File: src/credit_pkg.sv
// Link sizing constants, credit count type, and the flit and credit token structs.
`default_nettype none

package credit_pkg;

  // ----------------------------------------------------------
  // Link sizing
  // ----------------------------------------------------------

  // Width of one payload word carried from source to sink.
  localparam int DATA_WIDTH = 16;

  // Depth of the receiver buffer. Every slot is one credit, so this is also
  // the total number of credits that circulate between sender and receiver.
  localparam int RX_DEPTH = 8;

  // Register stages in each direction of the link.
  localparam int LINK_STAGES = 2;

  // A credit count must hold every value from 0 up to RX_DEPTH inclusive.
  localparam int COUNT_WIDTH = $clog2(RX_DEPTH + 1);

  // Buffer read and write pointers index RX_DEPTH entries.
  localparam int PTR_WIDTH = $clog2(RX_DEPTH);

  // ----------------------------------------------------------
  // Types carried on the link
  // ----------------------------------------------------------

  typedef logic [COUNT_WIDTH-1:0] count_t;

  // One word on the forward link, qualified by its valid bit.
  typedef struct packed {
    logic                  valid;
    logic [DATA_WIDTH-1:0] data;
  } flit_t;

  // One returned buffer slot on the return link.
  typedef struct packed {
    logic credit;
  } credit_t;

  // The sender starts with the whole pool and the receiver with none.
  localparam count_t TX_CREDIT_INIT = count_t'(RX_DEPTH);
  localparam count_t RX_CREDIT_INIT = '0;

endpackage

`default_nettype wire

File: src/credit_counter.sv
// Credit counter with increment, one-per-cycle decrement, withhold and an available output.
`default_nettype none
`timescale 1ns/1ps

module credit_counter (
  input  logic                clk,
  input  logic                reset,
  // One credit coming back from the buffer this cycle.
  input  logic                incr,
  // Request to hand out one credit, and the grant for it.
  input  logic                decr_valid,
  output logic                decr_ready,
  // Value loaded while reset is high.
  input  credit_pkg::count_t  initial_value,
  // Credits that are kept back and never handed out.
  input  credit_pkg::count_t  withhold,
  // Stored value before this cycle's increment and decrement.
  output credit_pkg::count_t  value,
  // Credits that can be handed out this cycle.
  output credit_pkg::count_t  available
);

  import credit_pkg::*;

  // One extra bit so that value plus incr never wraps.
  logic [COUNT_WIDTH:0] value_plus_incr;
  logic [COUNT_WIDTH:0] withhold_wide;
  logic [COUNT_WIDTH:0] value_next;
  logic                 decr;

  // ----------------------------------------------------------
  // Available credit
  // ----------------------------------------------------------

  // An increment in this cycle already counts as available. This lets a
  // credit popped from the buffer pass straight through to the return
  // link in the same cycle, even when the stored value is zero.
  assign value_plus_incr = {1'b0, value} + {{COUNT_WIDTH{1'b0}}, incr};
  assign withhold_wide   = {1'b0, withhold};

  // The withhold is taken off the top and the result never goes below zero.
  always_comb begin
    if (value_plus_incr > withhold_wide) begin
      available = count_t'(value_plus_incr - withhold_wide);
    end else begin
      available = '0;
    end
  end

  // Only one credit leaves per cycle, so any nonzero amount is enough.
  assign decr_ready = (available != '0);
  assign decr       = decr_valid && decr_ready;

  // ----------------------------------------------------------
  // Counter state
  // ----------------------------------------------------------

  assign value_next = value_plus_incr - {{COUNT_WIDTH{1'b0}}, decr};

  // In reset the counter loads its start value and drops any increment.
  always_ff @(posedge clk) begin
    if (reset) begin
      value <= initial_value;
    end else begin
      value <= count_t'(value_next);
    end
  end

endmodule

`default_nettype wire

File: src/credit_receiver.sv
// Receiver side of the credit flow: flit pass-through and return of popped buffer credits.
`default_nettype none
`timescale 1ns/1ps

module credit_receiver (
  input  logic                clk,
  input  logic                reset,

  // Flit arriving from the forward link.
  input  credit_pkg::flit_t   push_flit,
  // Same flit handed to the receiver buffer in the same cycle.
  output credit_pkg::flit_t   pop_flit,

  // One slot freed by the buffer this cycle.
  input  logic                pop_credit,

  // While high, credits stay in the counter and nothing is returned.
  input  logic                credit_stall,
  // Credit token driven into the return link.
  output credit_pkg::credit_t push_credit,

  // Credits held back from circulation.
  input  credit_pkg::count_t  credit_withhold,
  // Counter value and the amount that could be returned now.
  output credit_pkg::count_t  credit_count,
  output credit_pkg::count_t  credit_available
);

  import credit_pkg::*;

  logic decr_valid;
  logic decr_ready;

  // ----------------------------------------------------------
  // Datapath
  // ----------------------------------------------------------

  // No register sits between push and pop. A flit that arrives during
  // reset is dropped, so the buffer never sees a write while the two
  // sides are reloading their credit state.
  assign pop_flit = '{valid: push_flit.valid && !reset, data: push_flit.data};

  // ----------------------------------------------------------
  // Credit return
  // ----------------------------------------------------------

  // The counter is always asked for a credit unless the return is stalled.
  assign decr_valid = !credit_stall;

  // The receiver starts with no credits. The whole pool is at the sender.
  credit_counter u_counter (
    .clk           (clk),
    .reset         (reset),
    .incr          (pop_credit),
    .decr_valid    (decr_valid),
    .decr_ready    (decr_ready),
    .initial_value (RX_CREDIT_INIT),
    .withhold      (credit_withhold),
    .value         (credit_count),
    .available     (credit_available)
  );

  // A granted decrement becomes one credit on the return link. Nothing is
  // sent in reset, because the sender reloads its full count at that time
  // and a credit in flight would be counted twice.
  assign push_credit = '{credit: decr_valid && decr_ready && !reset};

endmodule

`default_nettype wire

File: src/link_delay.sv
// Fixed-length register pipeline that models a multi-cycle link wire for any payload type.
`default_nettype none
`timescale 1ns/1ps

module link_delay #(
  // Payload carried by the link. The forward link carries flits and the
  // return link carries credit tokens.
  parameter type payload_t = logic
) (
  input  logic     clk,
  input  logic     reset,
  input  payload_t in,
  output payload_t out
);

  import credit_pkg::*;

  // One register per stage. Each stage holds its own item, so
  // LINK_STAGES items can be in flight at the same time.
  payload_t stage [LINK_STAGES];

  // ----------------------------------------------------------
  // Shift chain
  // ----------------------------------------------------------

  // Clearing every stage in reset drops all flits and credits that were
  // on the wire. The valid and credit bits are part of the payload, so a
  // zero payload is an empty slot.
  always_ff @(posedge clk) begin
    if (reset) begin
      for (int i = 0; i < LINK_STAGES; i++) begin
        stage[i] <= '0;
      end
    end else begin
      stage[0] <= in;
      for (int i = 1; i < LINK_STAGES; i++) begin
        stage[i] <= stage[i-1];
      end
    end
  end

  // The far end sees the last stage.
  assign out = stage[LINK_STAGES-1];

endmodule

`default_nettype wire

File: src/rx_buffer.sv
// Receiver FIFO written by incoming flits, drained by valid/ready, one credit per pop.
`default_nettype none
`timescale 1ns/1ps

module rx_buffer (
  input  logic                             clk,
  input  logic                             reset,
  // Write side. There is no ready, since the sender never overruns the credit pool.
  input  credit_pkg::flit_t                wr_flit,
  // Read side with a valid/ready handshake.
  output logic                             out_valid,
  output logic [credit_pkg::DATA_WIDTH-1:0] out_data,
  input  logic                             out_ready,
  // High in each cycle where a word leaves, which frees one slot.
  output logic                             pop_credit
);

  import credit_pkg::*;

  logic [DATA_WIDTH-1:0] mem [RX_DEPTH];
  logic [PTR_WIDTH-1:0]  wr_ptr;
  logic [PTR_WIDTH-1:0]  rd_ptr;
  count_t                count;
  logic                  push;
  logic                  pop;

  assign push = wr_flit.valid;
  assign pop  = out_valid && out_ready;

  // ----------------------------------------------------------
  // Storage
  // ----------------------------------------------------------

  // Entries are plain registers. The head entry is read straight from
  // them, so a word written into an empty buffer is seen one cycle later.
  always_ff @(posedge clk) begin
    if (push) begin
      mem[wr_ptr] <= wr_flit.data;
    end
  end

  assign out_valid  = (count != '0);
  assign out_data   = mem[rd_ptr];
  assign pop_credit = pop;

  // ----------------------------------------------------------
  // Pointers and occupancy
  // ----------------------------------------------------------

  // Pointers wrap at RX_DEPTH. A push and a pop in one cycle leave the count as it is.
  always_ff @(posedge clk) begin
    if (reset) begin
      wr_ptr <= '0;
      rd_ptr <= '0;
      count  <= '0;
    end else begin
      if (push) begin
        wr_ptr <= (wr_ptr == PTR_WIDTH'(RX_DEPTH - 1)) ? '0 : wr_ptr + 1'b1;
      end
      if (pop) begin
        rd_ptr <= (rd_ptr == PTR_WIDTH'(RX_DEPTH - 1)) ? '0 : rd_ptr + 1'b1;
      end
      count <= count + count_t'(push) - count_t'(pop);
    end
  end

endmodule

`default_nettype wire

File: src/credit_sender.sv
// Sender side of the credit flow: credit count, source acceptance and registered flit push.
`default_nettype none
`timescale 1ns/1ps

module credit_sender (
  input  logic                              clk,
  input  logic                              reset,
  // Source side with a valid/ready handshake.
  input  logic                              src_valid,
  input  logic [credit_pkg::DATA_WIDTH-1:0] src_data,
  output logic                              src_ready,
  // Credit token coming back from the return link.
  input  credit_pkg::credit_t               ret_credit,
  // Registered flit into the forward link.
  output credit_pkg::flit_t                 push_flit,
  // Credits the sender currently holds.
  output credit_pkg::count_t                sender_credits
);

  import credit_pkg::*;

  logic   accept;
  count_t credits_next;

  // A word is taken only when a credit is held, and each word spends one.
  assign accept = src_valid && src_ready;

  // A returned credit and a spent credit can both happen in one cycle.
  assign credits_next = sender_credits + count_t'(ret_credit.credit) - count_t'(accept);

  // ----------------------------------------------------------
  // Credit state and ready
  // ----------------------------------------------------------

  // Ready is kept as a flop that tracks the next count. It is low through
  // reset and rises on the first edge after reset is released. From then
  // on it is high exactly while the count is not zero.
  always_ff @(posedge clk) begin
    if (reset) begin
      sender_credits <= TX_CREDIT_INIT;
      src_ready      <= 1'b0;
    end else begin
      sender_credits <= credits_next;
      src_ready      <= (credits_next != '0);
    end
  end

  // ----------------------------------------------------------
  // Flit register
  // ----------------------------------------------------------

  // Only the valid bit is cleared. The data field just holds the last word.
  always_ff @(posedge clk) begin
    if (reset) begin
      push_flit.valid <= 1'b0;
    end else begin
      push_flit.valid <= accept;
      if (accept) begin
        push_flit.data <= src_data;
      end
    end
  end

endmodule

`default_nettype wire

File: src/credit_link_top.sv
// Top level of the credit link: sender, forward and return links, receiver and buffer.
`default_nettype none
`timescale 1ns/1ps

module credit_link_top (
  input  logic                              clk,
  input  logic                              reset,
  input  logic                              src_valid,
  input  logic [credit_pkg::DATA_WIDTH-1:0] src_data,
  output logic                              src_ready,
  output logic                              out_valid,
  output logic [credit_pkg::DATA_WIDTH-1:0] out_data,
  input  logic                              out_ready,
  input  credit_pkg::count_t                credit_withhold,
  input  logic                              credit_stall,
  output credit_pkg::count_t                sender_credits,
  output credit_pkg::count_t                credit_count,
  output credit_pkg::count_t                credit_available
);

  import credit_pkg::*;

  // Forward path, from sender to buffer.
  flit_t   tx_flit;
  flit_t   rx_flit;
  flit_t   buf_flit;
  // Return path, from buffer back to sender.
  logic    pop_credit;
  credit_t rx_credit;
  credit_t tx_credit;

  credit_sender u_sender (
    .clk(clk), .reset(reset),
    .src_valid(src_valid), .src_data(src_data), .src_ready(src_ready),
    .ret_credit(tx_credit), .push_flit(tx_flit), .sender_credits(sender_credits)
  );

  link_delay #(.payload_t(flit_t)) fwd_link (
    .clk(clk), .reset(reset), .in(tx_flit), .out(rx_flit)
  );

  credit_receiver u_receiver (
    .clk(clk), .reset(reset),
    .push_flit(rx_flit), .pop_flit(buf_flit), .pop_credit(pop_credit),
    .credit_stall(credit_stall), .push_credit(rx_credit),
    .credit_withhold(credit_withhold), .credit_count(credit_count),
    .credit_available(credit_available)
  );

  rx_buffer u_buffer (
    .clk(clk), .reset(reset), .wr_flit(buf_flit),
    .out_valid(out_valid), .out_data(out_data), .out_ready(out_ready),
    .pop_credit(pop_credit)
  );

  link_delay #(.payload_t(credit_t)) ret_link (
    .clk(clk), .reset(reset), .in(rx_credit), .out(tx_credit)
  );

endmodule

`default_nettype wire

File: config.mk
export PLATFORM = sky130hd
export DESIGN_NAME = credit_link_top
export DESIGN_NICKNAME = d
export VERILOG_FILES = /design/src/credit_pkg.sv /design/src/credit_counter.sv /design/src/credit_receiver.sv /design/src/link_delay.sv /design/src/rx_buffer.sv /design/src/credit_sender.sv /design/src/credit_link_top.sv
export SDC_FILE = /design/constraint.sdc
export NUM_CORES = 1
export LEC_CHECK = 0
export BUFFER_PORTS_ARGS = -buffer_cell sky130_fd_sc_hd__buf_2
export CAP_MARGIN = 20
export CORE_ASPECT_RATIO = 0.75
export CORE_MARGIN = 4
export CORE_UTILIZATION = 50
export CTS_CLUSTER_DIAMETER = 80
export DETAILED_ROUTE_END_ITERATION = 16
export PLACE_DENSITY_LB_ADDON = 0.05
export SKIP_LAST_GASP = 1
export SLEW_MARGIN = 20
export SYNTH_ARGS = -nofsm -noshare
export SYNTH_HDL_FRONTEND = slang
export SYNTH_HIERARCHICAL = 1
export SYNTH_SLANG_ARGS = --single-unit
File: constraint.sdc
create_clock -name clk -period 4.6 [get_ports clk]
set_input_delay 0.23 -clock clk [delete_from_list [all_inputs] [get_ports clk]]
set_output_delay 0.23 -clock clk [all_outputs]
set_load 0.005 [all_outputs]
==> metrics.csv <==
stage,metric,value,unit
final_layout,finalCoreUtilization,59.3,%
final_layout,nets,573,
placed_design,place_ws,881,ps
final_layout,nFillCells,1154,
floorplanning,die_y,118,microns
drt,detail_route.wl_per_cell,18.1,microns
global_routing,grt_pass1_wl,21600,microns
floorplanning,die_area,18200,sq um
power_and_ir_drop,p_per_area,504,nW/um^2
placed_design,place_hpwl,7840,microns
sta,rsz0062_at_grt,false,
drt,ant_nets,0,
status,status,finished clean,
sta,hold_viol_final,0,
cts,clk_pin_slew,60,ps
placed_design,gp_congestion,0.769,
global_routing,grt_pass1_vias,3998,
cts,cts_buffers,20,
sta,worstMarginPinSlew,1030,ps
final_layout,areaGrowthSynthToFinish,14.2,%
floorplanning,io_pins,55,
floorplanning,start_util,51.9,%
cts,cts-root-buf,clkbuf_16,
sta,max_freq,260,MHz
critical_path,worst-path-max-fanout,6,
sta,fin_skew,13.0,ps
yosys,synth_area_per_cell,17.1,sq um
min_path,hp-class,input port to flip-flop,
yosys,synth-edff-count,144,
critical_path,cpMaxStageDelayCell,nor3b_1,
yosys,async_flop_share,0,%
sta,relSlewSlack,31.4,%
yosys,synthCells,469,
yosys,synth_area_leaders,"edfxtp_1, dfxtp_1, mux4_1",
sta,fin_ws,761,ps
sta,finalSetupTns,0,ps
yosys,synth_commonest_cells,"edfxtp_1, dfxtp_1, nor2b_1",
critical_path,crit_top_cell,ha_1,
final_layout,ff_latch_area,5510,sq um
yosys,yosysUniqueCellTypes,42,
drt,first_pass_iters,4,
power_and_ir_drop,power,4.62,mW
global_routing,gr-total-overflow,0,
placed_design,io_buffers,54,
critical_path,crit_arrival,3610,ps
yosys,synth.most_common_cell,edfxtp_1,
critical_path,cp.required,4370,ps
critical_path,crit_path_start,u_buffer/count[2]$_SDFF_PP0_,
global_routing,antenna_found_initial,0,
drt,routed_wl,13400,microns
global_routing,grt_max_degree,67,
sta,finalSetupViolations,0,
drt,via_count,3825,
flow_run,cap_violations,0,
final_layout,num_antenna_cells,0,
yosys,yosysTopAreaCellShare,53.9,%
cts,clkLatencyLatePin,480,ps
drt,vias_per_cell,5.14,
sta,fin_crit_sh,83.5,%
yosys,syn-cell-area,8030,sq um
critical_path,end_kind,output pin,
cts,cts_setup_buffers,0,
floorplanning,core_area,15500,sq um
power_and_ir_drop,vdd_drop_max,0.318,mV
min_path,hold_start,credit_stall,
drt,drc,0,
critical_path,path_cells,inv_1 -> ha_1 -> nor3b_1 -> nor2_1 -> ha_1 -> ha_1 -> xor2_1 -> ha_1 -> nand4_1 -> a32o_1 -> a31oi_2 -> nor2_1 -> buf_2,
final_layout,fin_area,9170,sq um
global_routing,grt_usage,15.2,%
placed_design,post_dp_cell_area,8320,sq um
critical_path,worstSetupPathType,flip-flop to output pin,
drt,detail_route.iter0.violations,128,
critical_path,rrSetupSlack,830,ps
floorplanning,rows,39,
yosys,yosysTopAreaCell,edfxtp_1,
yosys,dominantRegCellSynth,edfxtp_1,
critical_path,max_stage_delay,530,ps
sta,min_period,3840,ps
yosys,yosys_warnings,6,
cts,cts_max_level,1,
yosys,yosysSeqAreaShare,68.6,%
power_and_ir_drop,leakage,3.32,nW
final_layout,drive_above_1_share,23.9,%
floorplanning,die_w,154,microns
sta,slew_viol_final,0,
yosys,yosys_register_bits,203,
critical_path,r2r_start,u_buffer/count[2]$_SDFF_PP0_,
cts,cts_num_sinks,203,
cts,clock_path_buffers,3,
cts,cts_tree,built,
critical_path,critPathLaunchType,flip-flop,
final_layout,multiInputGateArea,2160,sq um
[path summary, 6_finish.rpt]
| kind | endpoint | cells after the start |
|---|---|---|
| worst min-delay path | ret_link/stage[0][0]$_SDFF_PP0_ | 3 |
| worst max register to register | u_receiver/u_counter/value[3]$_DFF_P_ | 16 |
| worst min register to register | fwd_link/stage[0][32]$_SDFF_PP0_ | 1 |
| worst max-delay path | credit_available[2] | 13 |
[flip-flops by register name (all words and copies together) (netlist names), 3 cells and up, named ones only]
register	flops
u_sender/push_flit	17
u_buffer/count	4
u_sender/sender_credits	4
u_buffer/mem	128
fwd_link/stage	34
u_buffer/wr_ptr	3
u_receiver/u_counter/value	4
u_buffer/rd_ptr	3
[timing repair]
action | 4_1_cts | 5_1_grt
endpoints found under the setup margin | 0 | 0
hold endpoints to repair | 16 | 0
hold buffers | 16 | 0
gates resized for setup | 0 | 0
[worst max-delay path: cells and delay by family (launching register included)]
kind                       cells  cell delay, ps
adders and majority gates      4             950
xor gates and xnor gates       1             200
buffers and inverters          2             200
and+or+nand+nor                4             920
AOI/OAI and AO/OA              2             540
DFF                            1             300
[power by group]
part           leakage [nW]  internal, mW  switching (mW)
sequential             1.81          2.05          0.0832
clock                 0.340          1.02           0.636
combinational          1.17         0.419           0.411
total                  3.32          3.49            1.13
[cell families (layout without fill, tap and decap cells)]
| family | Yosys count | after routing | share of synthesized area [%] |
|---|---|---|---|
| xor gates and xnor gates | 9 | 9 | 0.982 |
| other | 1 | 4 | 0.0467 |
| AOI/OAI and AO/OA | 27 | 27 | 1.96 |
| adders and majority gates | 23 | 23 | 3.87 |
| buffers and inverters | 65 | 132 | 5.25 |
| DFF | 203 | 203 | 68.6 |
| and+or+nand+nor | 91 | 91 | 6.53 |
| muxes | 50 | 50 | 12.8 |
[layout by cell type (no fill, tap or decap), drive strengths merged, types with 2 or more instances in the layout]
| cell | n |
|---|---|
| xor2 | 3 |
| dfxtp | 59 |
| nand3b | 2 |
| xnor2 | 6 |
| mux2 | 16 |
| nand3 | 6 |
| nand2 | 7 |
| fa | 3 |
| buf | 61 |
| nor2b | 38 |
| nor3 | 2 |
| dlygate4sd3 | 16 |
| ha | 20 |
| nand2b | 5 |
| a31oi | 2 |
| clkbuf | 26 |
| mux2i | 2 |
| a21oi | 12 |
| and2b | 4 |
| nor2 | 18 |
| conb | 4 |
| clkinv | 7 |
| edfxtp | 144 |
| nor3b | 3 |
| mux4 | 32 |
| o21ai | 9 |
| bufinv | 3 |
| inv | 19 |
[through the flow]
| stage | hold WS [ps] | cells |
|---|---|---|
| final | 50.7 | 744 |
| after global routing | 49.1 | 744 |
| after CTS | 37.5 | 743 |
| after detailed placement | 409 | 691 |
| after global placement | 406 | 690 |
| after floorplan | 297 | 472 |
[metal layers]
metal | GRT usage (%) | wire [microns] | vias to the layer above
li1 | - | - | 1843
met5 | 0 | 0 | -
met2 | 25.5 | 6680 | 77
met1 | 20.8 | 5950 | 1882
met4 | 3.42 | 229 | 0
met3 | 2.90 | 575 | 23
[cell type report]
class                           count  area share [%]
Multi-Input combinational cell    204            23.5
Tap cell                          205            2.80
Clock buffer                       26            6.04
Sequential cell                   203            60.0
Timing Repair Buffer               77            5.43
Clock inverter                     10            1.36
Inverter                           19           0.778
Power figures use the tool's default switching activity.
